[src/source/cpuPkg.sv]
`default_nettype none

package cpuPkg;

	typedef logic [15:0] wordType; // data or address word.

	// group 2 word layout.
	typedef struct packed {
		logic [1:0] groupF;
		logic [1:0] skipF;  // 0x always, 10 on cc, 11 on !cc.
		logic [1:0] ccF;
		logic [1:0] jpF;
		logic       jlF;    // link into register A.
		logic [2:0] spare;
		logic [3:0] argB;
	} instrType;

	typedef struct packed {
		logic zero;
		logic carry;
		logic sign;
		logic parity;
	} flagsType;

	// one-hot instruction phase.
	typedef struct packed {
		logic fetch;
		logic decode;
		logic execute;
		logic commit;
	} phaseType;

	localparam phaseType PHASE_FETCH = '{fetch: 1'b1, decode: 1'b0, execute: 1'b0, commit: 1'b0};

	localparam logic [1:0] GROUP_JUMP = 2'b10;

	// pc offset select.
	localparam logic [1:0] OFFSET_0   = 2'd0;
	localparam logic [1:0] OFFSET_2   = 2'd1;
	localparam logic [1:0] OFFSET_4   = 2'd2;
	localparam logic [1:0] OFFSET_DIN = 2'd3;

	// pc base select, code 3 unused.
	localparam logic [1:0] BASE_0    = 2'd0;
	localparam logic [1:0] BASE_PC   = 2'd1;
	localparam logic [1:0] BASE_REGB = 2'd2;

	localparam logic [1:0] ADDR_PC   = 2'd0; // bus carries pc.
	localparam logic [1:0] ADDR_HERE = 2'd1; // bus carries the inline word address.

	localparam logic [1:0] CC_Z = 2'd0;
	localparam logic [1:0] CC_C = 2'd1;
	localparam logic [1:0] CC_S = 2'd2;
	localparam logic [1:0] CC_P = 2'd3;

	localparam logic [1:0] JMP_ABS_REG  = 2'd0; // jp rb.
	localparam logic [1:0] JMP_IND_REG  = 2'd1; // jp (rb).
	localparam logic [1:0] JMP_ABS_HERE = 2'd2; // jp s16.
	localparam logic [1:0] JMP_REL_HERE = 2'd3; // jr s16.

	localparam logic [1:0] REGA_DIN_HERE  = 2'd0;
	localparam logic [1:0] REGA_ADDR_RL   = 2'd0;
	localparam logic [2:0] REGB_ADDR_ARGB = 3'd0;
	localparam logic [2:0] REGB_ADDR_RB   = 3'd1;

	localparam logic [2:0] ALUB_REGB = 3'd0;
	localparam logic [2:0] ALUB_S8   = 3'd1;
	localparam logic [2:0] ALUB_U8H  = 3'd2;

	typedef struct packed {
		logic [1:0] pcOffsetX;
		logic [1:0] pcBaseX;
		logic [1:0] addrBusX;
	} pcCtrlType;

	typedef struct packed {
		logic [1:0] regADinX;
		logic [1:0] regAAddrX;
		logic [2:0] regBAddrX;
		logic       regAEn;
		logic       regAWen;
		logic       regBEn;
		logic [2:0] aluBSrcX;
	} regCtrlType;

endpackage

`default_nettype wire

[src/source/jumpCore.sv]
`default_nettype none
`timescale 1ns/100ps

module jumpCore (
	input  logic               CLK,
	input  logic               RESET,
	input  cpuPkg::instrType   instrIn,
	input  cpuPkg::flagsType   flags,
	input  cpuPkg::wordType    din,
	input  cpuPkg::wordType    regBDout,
	output cpuPkg::wordType    pc,
	output cpuPkg::phaseType   phase,
	output logic [1:0]         addrBusX,
	output cpuPkg::regCtrlType regCtrl,
	output logic               rdx
);

	cpuPkg::instrType   instr;
	cpuPkg::pcCtrlType  pcCtrlRaw;
	cpuPkg::regCtrlType regCtrlRaw;
	cpuPkg::pcCtrlType  pcCtrl;

	assign addrBusX = pcCtrl.addrBusX;

	phaseSequencer sequencer0 (
		.CLK     (CLK),
		.RESET   (RESET),
		.instrIn (instrIn),
		.phase   (phase),
		.instr   (instr)
	);

	jumpGroupDecoder decoder0 (
		.CLK        (CLK),
		.RESET      (RESET),
		.decode     (phase.decode),
		.execute    (phase.execute),
		.commit     (phase.commit),
		.instr      (instr),
		.flags      (flags),
		.pcCtrlRaw  (pcCtrlRaw),
		.regCtrlRaw (regCtrlRaw),
		.rdx        (rdx)
	);

	opxMultiplexer opx0 (
		.phase      (phase),
		.groupF     (instr.groupF),
		.pcCtrlRaw  (pcCtrlRaw),
		.regCtrlRaw (regCtrlRaw),
		.pcCtrl     (pcCtrl),
		.regCtrl    (regCtrl)
	);

	programCounter pc0 (
		.CLK      (CLK),
		.RESET    (RESET),
		.commit   (phase.commit),
		.pcCtrl   (pcCtrl),
		.din      (din),
		.regBDout (regBDout),
		.pc       (pc)
	);

endmodule

`default_nettype wire

[src/source/jumpGroupDecoder.sv]
`default_nettype none
`timescale 1ns/100ps

module jumpGroupDecoder (
	input  logic               CLK,
	input  logic               RESET,
	input  logic               decode,
	input  logic               execute,
	input  logic               commit,
	input  cpuPkg::instrType   instr,
	input  cpuPkg::flagsType   flags,
	output cpuPkg::pcCtrlType  pcCtrlRaw,
	output cpuPkg::regCtrlType regCtrlRaw,
	output logic               rdx
);

	logic cc;
	logic taken;
	logic rdMem; // mode fetches an inline word.

	// condition flag and skip rule.
	always_comb begin
		case (instr.ccF)
			cpuPkg::CC_Z: cc = flags.zero;
			cpuPkg::CC_C: cc = flags.carry;
			cpuPkg::CC_S: cc = flags.sign;
			cpuPkg::CC_P: cc = flags.parity;
		endcase

		// skipF[1] clear jumps regardless of cc.
		taken = ~instr.skipF[1] | (instr.skipF[0] ? ~cc : cc);
	end

	// pc and address selects, used by the mux during commit only.
	always_comb begin
		if (taken) begin
			case (instr.jpF)
				cpuPkg::JMP_ABS_REG: begin
					pcCtrlRaw.pcOffsetX = cpuPkg::OFFSET_0;
					pcCtrlRaw.pcBaseX   = cpuPkg::BASE_REGB;
					pcCtrlRaw.addrBusX  = cpuPkg::ADDR_PC;
				end

				cpuPkg::JMP_IND_REG: begin
					pcCtrlRaw.pcOffsetX = cpuPkg::OFFSET_DIN; // target read through rb.
					pcCtrlRaw.pcBaseX   = cpuPkg::BASE_0;
					pcCtrlRaw.addrBusX  = cpuPkg::ADDR_PC;
				end

				cpuPkg::JMP_ABS_HERE: begin
					pcCtrlRaw.pcOffsetX = cpuPkg::OFFSET_DIN;
					pcCtrlRaw.pcBaseX   = cpuPkg::BASE_0;
					pcCtrlRaw.addrBusX  = cpuPkg::ADDR_HERE;
				end

				cpuPkg::JMP_REL_HERE: begin
					pcCtrlRaw.pcOffsetX = cpuPkg::OFFSET_DIN;
					pcCtrlRaw.pcBaseX   = cpuPkg::BASE_PC; // displacement from pc.
					pcCtrlRaw.addrBusX  = cpuPkg::ADDR_HERE;
				end
			endcase
		end else begin
			pcCtrlRaw.pcBaseX  = cpuPkg::BASE_PC;
			pcCtrlRaw.addrBusX = cpuPkg::ADDR_PC;

			// skip over the inline word for the here modes.
			case (instr.jpF)
				cpuPkg::JMP_ABS_REG:  pcCtrlRaw.pcOffsetX = cpuPkg::OFFSET_2;
				cpuPkg::JMP_IND_REG:  pcCtrlRaw.pcOffsetX = cpuPkg::OFFSET_2;
				cpuPkg::JMP_ABS_HERE: pcCtrlRaw.pcOffsetX = cpuPkg::OFFSET_4;
				cpuPkg::JMP_REL_HERE: pcCtrlRaw.pcOffsetX = cpuPkg::OFFSET_4;
			endcase
		end
	end

	// register file, alu source and read demand.
	always_comb begin
		regCtrlRaw.regADinX  = cpuPkg::REGA_DIN_HERE;
		regCtrlRaw.regAAddrX = cpuPkg::REGA_ADDR_RL;
		regCtrlRaw.regBAddrX = cpuPkg::REGB_ADDR_ARGB;
		regCtrlRaw.aluBSrcX  = cpuPkg::ALUB_REGB;
		regCtrlRaw.regBEn    = 1'b0;
		rdMem                = 1'b0;

		// link writes the return address, taken or not.
		regCtrlRaw.regAEn  = instr.jlF;
		regCtrlRaw.regAWen = instr.jlF;

		case (instr.jpF)
			cpuPkg::JMP_ABS_REG: begin
				regCtrlRaw.regBEn = 1'b1;
			end

			cpuPkg::JMP_IND_REG: begin
				regCtrlRaw.aluBSrcX = cpuPkg::ALUB_S8;
				regCtrlRaw.regBEn   = 1'b1;
			end

			cpuPkg::JMP_ABS_HERE: begin
				rdMem = 1'b1;
			end

			cpuPkg::JMP_REL_HERE: begin
				regCtrlRaw.aluBSrcX  = cpuPkg::ALUB_U8H;
				regCtrlRaw.regBAddrX = cpuPkg::REGB_ADDR_RB;
				regCtrlRaw.regBEn    = 1'b1;
				rdMem                = 1'b1;
			end
		endcase
	end

	// read strobe covers execute, commit and the next fetch.
	always_ff @(posedge CLK or posedge RESET) begin
		if (RESET) begin
			rdx <= 1'b0;
		end else if (decode || execute || commit) begin
			rdx <= rdMem;
		end else begin
			rdx <= 1'b0; // end of fetch.
		end
	end

	// strobe starts in execute and never shows in decode, reading modes only.
	assert property (@(posedge CLK) disable iff (RESET)
		rdx |-> (rdMem && !decode && (execute || $past(rdx))))
		else $error("rdx high outside its read window.");

endmodule

`default_nettype wire

[src/source/opxMultiplexer.sv]
`default_nettype none
`timescale 1ns/100ps

module opxMultiplexer (
	input  cpuPkg::phaseType   phase,
	input  logic [1:0]         groupF,
	input  cpuPkg::pcCtrlType  pcCtrlRaw,
	input  cpuPkg::regCtrlType regCtrlRaw,
	output cpuPkg::pcCtrlType  pcCtrl,
	output cpuPkg::regCtrlType regCtrl
);

	logic jumpCommit;

	assign jumpCommit = phase.commit && (groupF == cpuPkg::GROUP_JUMP);

	always_comb begin
		// plain step of two bytes.
		pcCtrl.pcOffsetX = cpuPkg::OFFSET_2;
		pcCtrl.pcBaseX   = cpuPkg::BASE_PC;
		pcCtrl.addrBusX  = cpuPkg::ADDR_PC;

		regCtrl.regADinX  = cpuPkg::REGA_DIN_HERE;
		regCtrl.regAAddrX = cpuPkg::REGA_ADDR_RL;
		regCtrl.regBAddrX = cpuPkg::REGB_ADDR_ARGB;
		regCtrl.aluBSrcX  = cpuPkg::ALUB_REGB;
		regCtrl.regAEn    = 1'b0; // enables idle outside commit.
		regCtrl.regAWen   = 1'b0;
		regCtrl.regBEn    = 1'b0;

		if (jumpCommit) begin
			pcCtrl  = pcCtrlRaw;
			regCtrl = regCtrlRaw;
		end

		// a link write needs its port enabled in commit.
		assert (!regCtrl.regAWen || (phase.commit && regCtrl.regAEn))
			else $error("regAWen outside commit or without regAEn.");
	end

endmodule

`default_nettype wire

[src/source/phaseSequencer.sv]
`default_nettype none
`timescale 1ns/100ps

module phaseSequencer (
	input  logic             CLK,
	input  logic             RESET,
	input  cpuPkg::instrType instrIn,
	output cpuPkg::phaseType phase,
	output cpuPkg::instrType instr
);

	// ring steps fetch, decode, execute, commit.
	always_ff @(posedge CLK or posedge RESET) begin
		if (RESET) begin
			phase <= cpuPkg::PHASE_FETCH;
		end else begin
			phase.fetch   <= phase.commit;
			phase.decode  <= phase.fetch;
			phase.execute <= phase.decode;
			phase.commit  <= phase.execute;
		end
	end

	// instruction register, loaded as fetch ends.
	always_ff @(posedge CLK or posedge RESET) begin
		if (RESET) begin
			instr <= '0;
		end else if (phase.fetch) begin
			instr <= instrIn;
		end
	end

	// ring must never lose or duplicate its token.
	assert property (@(posedge CLK) disable iff (RESET) $onehot(phase))
		else $error("phase ring not one-hot.");

endmodule

`default_nettype wire

[src/source/programCounter.sv]
`default_nettype none
`timescale 1ns/100ps

module programCounter (
	input  logic              CLK,
	input  logic              RESET,
	input  logic              commit,
	input  cpuPkg::pcCtrlType pcCtrl,
	input  cpuPkg::wordType   din,
	input  cpuPkg::wordType   regBDout,
	output cpuPkg::wordType   pc
);

	cpuPkg::wordType base;
	cpuPkg::wordType offset;
	cpuPkg::wordType sum;

	always_comb begin
		case (pcCtrl.pcBaseX)
			cpuPkg::BASE_PC:   base = pc;
			cpuPkg::BASE_REGB: base = regBDout;
			default:           base = '0; // BASE_0 and the spare code.
		endcase

		case (pcCtrl.pcOffsetX)
			cpuPkg::OFFSET_0: offset = 16'd0;
			cpuPkg::OFFSET_2: offset = 16'd2;
			cpuPkg::OFFSET_4: offset = 16'd4;
			default:          offset = din;
		endcase
	end

	assign sum = base + offset;

	always_ff @(posedge CLK or posedge RESET) begin
		if (RESET) begin
			pc <= '0;
		end else if (commit) begin
			pc <= sum; // next instruction address.
		end
	end

	// a constant step runs from an even pc.
	assert property (@(posedge CLK) disable iff (RESET)
		(commit && pcCtrl.pcBaseX == cpuPkg::BASE_PC
			&& pcCtrl.pcOffsetX != cpuPkg::OFFSET_DIN) |-> !pc[0])
		else $error("pc odd on a constant step.");

endmodule

`default_nettype wire

[config.mk]
export PLATFORM = sky130hd
export DESIGN_NAME = jumpCore
export DESIGN_NICKNAME = d
export VERILOG_FILES = /design/src/source/cpuPkg.sv /design/src/source/jumpCore.sv /design/src/source/jumpGroupDecoder.sv /design/src/source/opxMultiplexer.sv /design/src/source/phaseSequencer.sv /design/src/source/programCounter.sv
export SDC_FILE = /design/constraint.sdc
export NUM_CORES = 1
export LEC_CHECK = 0
export ABC_CLOCK_PERIOD_IN_PS = 7700
export BUFFER_PORTS_ARGS = -buffer_cell sky130_fd_sc_hd__buf_2
export CORE_UTILIZATION = 49
export DETAILED_ROUTE_END_ITERATION = 10
export PLACE_DENSITY = 0.77
export RECOVER_POWER = 100
export SLEW_MARGIN = 40
export SYNTH_ARGS = -nofsm -noshare
export SYNTH_HDL_FRONTEND = slang
export SYNTH_SLANG_ARGS = --single-unit
[constraint.sdc]
create_clock -name CLK -period 7.7 [get_ports CLK]
set_input_delay 1.925 -clock CLK [delete_from_list [all_inputs] [get_ports CLK]]
set_output_delay 1.925 -clock CLK [all_outputs]
set_load 0.03 [all_outputs]
======== After elaboration in Yosys (flattened, before gate mapping) ========
Cells that the tools add are included.
Widths: inputs -> output; s select.
word-level totals
  output and inout bits ................... 36
  bits in registers ....................... 30
  bits of input ports ..................... 54
  word-level logic and storage cells ...... 49
cells by class
  reductions and logical operators ........ 9
  $add $sub $neg .......................... 1
  bitwise logic cells ..................... 3
  equality and inequality tests ........... 11
  muxes and demuxes ....................... 14
operators with widths
  cell                number
  $pmux 16 s3         1
  $pmux 16 s2         1
  $pmux 6 s4          1
  $add 16x16->16      1
  $eq 2x2->1 const B  7
  $mux 6              2
  $eq 2x1->1 const B  4
  $pmux 2 s2          2
  $mux 7              1
  $logic_not 2->1     3
  $mux 1              5
  $pmux 1 s4          1
  $reduce_or 2->1     2
  $reduce_or 3->1     1
  $logic_or 1x1->1    2
  $not 1->1           2
  $logic_and 1x1->1   1
  $or 1x1->1          1

======== Logic depth before layout (Yosys ltp) ========
  word-level depth ........................ 10
  gate-level depth with buffers ........... 19
  gate-level depth less buffers ........... 17

======== Hierarchy ========
A second synthesis with hierarchy kept.
unflattened totals
  cells, all modules ...................... 307
  area, all modules ....................... 2,946.6 µm²
by module, submodules not included
  module            sequential area each (µm²)  area an instance (µm²)  instances  cells each
  programCounter    400.4                       1,732.9                 1          215
  phaseSequencer    501.7                       754.5                   1          39
  jumpGroupDecoder  25.0                        247.7                   1          31
  opxMultiplexer    0.0                         211.5                   1          22

======== Worst setup path before layout ========
Ideal clock, no wire load.
  path type ............................... input to register
  start point ............................. input port flags[0] (netlist bit)
  end point ............................... register pc0.pc[15]
  setup slack ............................. 2.305 ns
  arrival time ............................ 5.270 ns
  buffers on the path ..................... 2
  required time ........................... 7.575 ns
  library setup time ...................... 0.125 ns
  stages on the path ...................... 17
  path through ............................ mux4_2 -> xnor2_2 -> nand2_1 -> o211ai_1 -> inv_1 -> ha_1 -> clkbuf_1 -> clkbuf_1 -> a22oi_1 -> nor2_1 -> ha_1 -> and3_4 -> a2111oi_4 -> o21ai_1 -> o41ai_4 -> xnor2_1 -> mux2_4
on the way
  longest elaborated chain between the ends .. 9
  elaborated cells on any way between the ends .. 14
  those cells by class .................... 1 x add/sub; 4 x eq/ne; 6 x mux; 2 x bitwise; 1 x reduce/logical
RTL lines
  what                                        line                                        RTL
  start: declaration                          jumpCore.sv:8                               input cpuPkg::flagsType flags,
  $pmux 1 s4 (*)                              jumpGroupDecoder.sv:23                      case (instr.ccF)
  $not 1->1                                   jumpGroupDecoder.sv:31                      taken = ~instr.skipF[1] | (instr.skipF[0] ? ~cc : cc);
  $mux 1 (*)                                  jumpGroupDecoder.sv:31
  $or 1x1->1 (*)                              jumpGroupDecoder.sv:31
  $mux 6 (*)                                  jumpGroupDecoder.sv:36                      if (taken) begin
  $mux 6 (*)                                  opxMultiplexer.sv:31                        if (jumpCommit) begin
  $eq 2x2->1 (tied with other cells)          programCounter.sv:25                        case (pcCtrl.pcOffsetX)
  $pmux 16 s3 or $pmux 16 s2 (tied branches)  programCounter.sv:25, programCounter.sv:19
  $add 16x16->16 (*)                          programCounter.sv:33                        assign sum = base + offset;
  end signal: assignment                      programCounter.sv:39                        pc <= sum;
  end: declaration                            programCounter.sv:11                        output cpuPkg::wordType pc
Every way passes the cells marked *; elsewhere a longest branch is shown, timed or not.
A chain may end at the register's enable or synchronous reset.

======== Worst setup path after layout ========
Same ends and word-level chain as after synthesis.

==> impl_results.md <==
* Run status: complete, but fails checks
* Violated checks: max-capacitance violations, max-slew violations
* Setup WS post-layout at 1.96 ns
* Unrepaired setup endpoints after global routing: false
* Post-synthesis cell count at 259
* Slew at the pin closest to its max-slew limit at approximately 1.7 ns
* Max Buffers Root-to-Sink at 2
* Depth of the worst register-to-register path at 15
* Most used cells in the layout excluding fill and tap cells: 47 x buf_2, 29 x dfrtp_1, 28 x clkbuf_1
* Post-CTS setup buffers at 0
* Worst slew slack as a fraction of its limit at -13.6%
* Area of the core at 0.00469 mm^2
* Layout net count at between 300 and 400
* Critical path class: in -> reg
* Post-synth top flop: dfrtp_1
* Area share of the leading cell type in the synthesized netlist at 30.4%
* Pin count of the biggest net entering global routing at 31
* Number of warnings reported in the yosys synthesis log at 0
* Synth async-reset ratio at 100%
* Total die area at 0.00515 mm^2
* Flop and latch count out of synthesis at 30
* Data arrival at the endpoint of the critical path at 5.91 ns
* R2r setup slk at 3.27 ns
* Fin Setup TNS at 0 ns
* Crit path to: pc0.pc[15]$_DFFE_PP0P_
* Width of the die at 71.7 um
* Number of synthesized flops with an enable pin at 0
* Final Hold Fails at 0
* Max Fanout on Critical Path at 16
* Power Dens Cells at 136 mW/mm^2
* Initial antenna violation count at 0
* Peak supply drop at 0.107 mV
* Worst hold path class: reg -> reg
* Final weighted congestion in routability-driven placement at about 0.86
* Number of global-route vias before repair at 2037
* Post-route fraction of the period consumed by the critical path at 74.5%
* Detailed-router iteration count before antenna repair at 4
* Synthesized area divided by synthesized cell count at 9.20 um^2
* GRT Max-Usage Layer: met2
* Max-cap violation count at 1
* Setup violators final at 0
* Starting Density at about 51%
* Count of H-tree levels built during CTS at 2
* Gates resized, CTS repair at 0
* Min Clock Period, post-route at around 5.7 ns
* R2R Path End: pc0.pc[15]$_DFFE_PP0P_
* Area growth from synthesis to final layout at 18.0%
* Largest cells by area after synthesis: dfrtp_1 30%, ha_1 8.9%, mux2_2 7.6%
* Total wirelength of the detailed-routed design at 5320 um
* Worst setup path start: flags[0]
* Type of origin of the critical path: primary input
* Count of hold buffers inserted by post-cts repair at 0
* Floorplan die height at 71.7 um
* Combined area of all synthesized cells at about 0.0024 mm^2
* Num ports at 90
* Number of nets with antenna violations after routing at 0
* Overflow after GRT at 0
* Post-route clock skew at between 0.01 and 0.015 ns
* Root buf cell: clkbuf_8
* Beginning of the worst register-to-register path: sequencer0.instr[10]$_DFFE_PP0P_
* Library cells used by synthesis at 42
* Initial DRC count at 98
* Worst-path clk slew at about 0.07 ns
* Type of destination of the critical path: flop
* Worst slack at placement at ~1.8 ns
* Layout cells sized above 1 at between 20% and 30%
* Worst skew pair latency at between 0.2 and 0.3 ns
* Number of input and output port buffers inserted at 74
* Wire length of the first global-routing pass at 8900 um
* Count of pins over their slew limit at 31
* Worst endpoint required time at about 7.9 ns
* Detail Placement HPWL at 3940 um
* Via count at approximately 2100
* Most frequent standard cell in the layout excluding fill and tap cells: buf_2
* Met1 GRT Util at 26.9%
* Cell accounting for the most synthesized area: dfrtp_1
* Met2 usage at 37.9%
* Total clock buffers created by CTS at 5
* Leakage power total at ~0.0014 uW
* Antenna cells at 0
* # rows at 25
* Routed via count divided by cell count at 5.48
* Sequential fraction of the synthesis area at 31.5%
* DRC viols at 0
* Number of clock sinks at 30
* Max Clk Rate at 174 MHz
* Met3 layer usage reported by global route at 6.05%
* Clock tree from TritonCTS: yes
* Routed len/inst at about 14 um
* All-layer global routing usage at 22.2%
[synthesized netlist by cell type, types with 2 or more instances]
library cell,count
nand2b_1,3
and2_1,15
nor2_1,28
clkbuf_1,9
nand3b_1,2
xnor2_1,9
dfrtp_1,29
o2111ai_1,2
ha_1,17
xor2_1,2
inv_1,8
nand2_1,13
a21o_1,6
nor3_1,7
a21oi_1,17
o21a_1,4
o211ai_1,5
o21ai_0,10
buf_4,14
o31ai_1,3
a22oi_1,16
mux2_2,16
and3_1,2
nand3_1,2
a211oi_1,3
[sequential cells by signal, summed over array words and instances (netlist names)]
| register | flops |
|---|---|
| pc0.pc | 16 |
| decoder0.rdx | 1 |
| sequencer0.instr | 9 |
| sequencer0.phase | 4 |
[power breakdown]
group / total (uW) / switching, uW / internal, uW
sequential: 158 / 0 / 158
clock: 203 / 65.1 / 138
combinational: 20.8 / 11.8 / 8.99
total: 381 / 76.9 / 305
[worst min path at each step]
stage                                  start                             to  depth (start not counted)
3_5_place_dp   sequencer0.phase[2]$_DFF_PP0_  sequencer0.phase[1]$_DFF_PP0_                          0
3_3_place_gp   sequencer0.phase[1]$_DFF_PP0_  sequencer0.phase[0]$_DFF_PP0_                          0
2_1_floorplan  sequencer0.phase[2]$_DFF_PP0_  sequencer0.phase[1]$_DFF_PP0_                          0
4_1_cts        sequencer0.phase[2]$_DFF_PP0_  sequencer0.phase[1]$_DFF_PP0_                          0
6_report       sequencer0.phase[2]$_DFF_PP0_  sequencer0.phase[1]$_DFF_PP0_                          0
5_1_grt        sequencer0.phase[2]$_DFF_PP0_  sequencer0.phase[1]$_DFF_PP0_                          0
[per-layer routing]
| layer | routed length (um) | vias to the layer above |
|---|---|---|
| met5 | 0 | - |
| met4 | 74 | 0 |
| met3 | 285 | 6 |
| met2 | 2490 | 75 |
| met1 | 2470 | 964 |
| li1 | - | 1036 |
[worst max-delay path, stage by stage]
cell and delay, ns:
buf_2 0.09, mux4_2 0.47, xnor2_1 0.29, nand2_1 0.19, o211ai_1 0.17, ha_1 0.61, a22oi_1 0.17, or2_2 0.33
inv_1 0.06, ha_1 0.23, a211oi_1 0.28, o211a_1 0.24, o21ai_0 0.19, o41ai_4 0.26, xnor2_1 0.09, mux2_1 0.29
[cell families (layout without fill, tap and decap cells)]
kind of cell,count (synthesis),in the layout,share of synthesized area [%]
mux,18,18,9.13
buf+inv,32,92,7.24
flops,30,30,31.5
fa+ha+maj,18,18,9.76
xor+xnor,12,12,4.72
compound gates,73,73,22.2
simple gates,75,75,15.2
other cells,1,8,0.157
[layout make-up]
type / instances / area [um^2]
Timing Repair Buffer: 75 / 340
Tap cell: 54 / 67.6
Clock inverter: 2 / 60.1
Clock buffer: 6 / 82.6
Inverter: 9 / 33.8
Fill cell: 439 / 1880
Multi-Input combinational cell: 204 / 1480
Sequential cell: 30 / 752
[stage by stage]
step           hold slack (ns)  util [%]  std cells  power (uW)  cell area [um^2]
6_report                 0.407      59.9        380         381              2810
5_1_grt                  0.421      59.9        380         393              2810
4_1_cts                  0.408      60.9        380         386              2860
3_5_place_dp             0.391      57.9        372         182              2720
3_3_place_gp             0.381      57.9        372         182              2720
2_1_floorplan            0.376         -        266         173              2410
(Power assumes the default switching activity.)
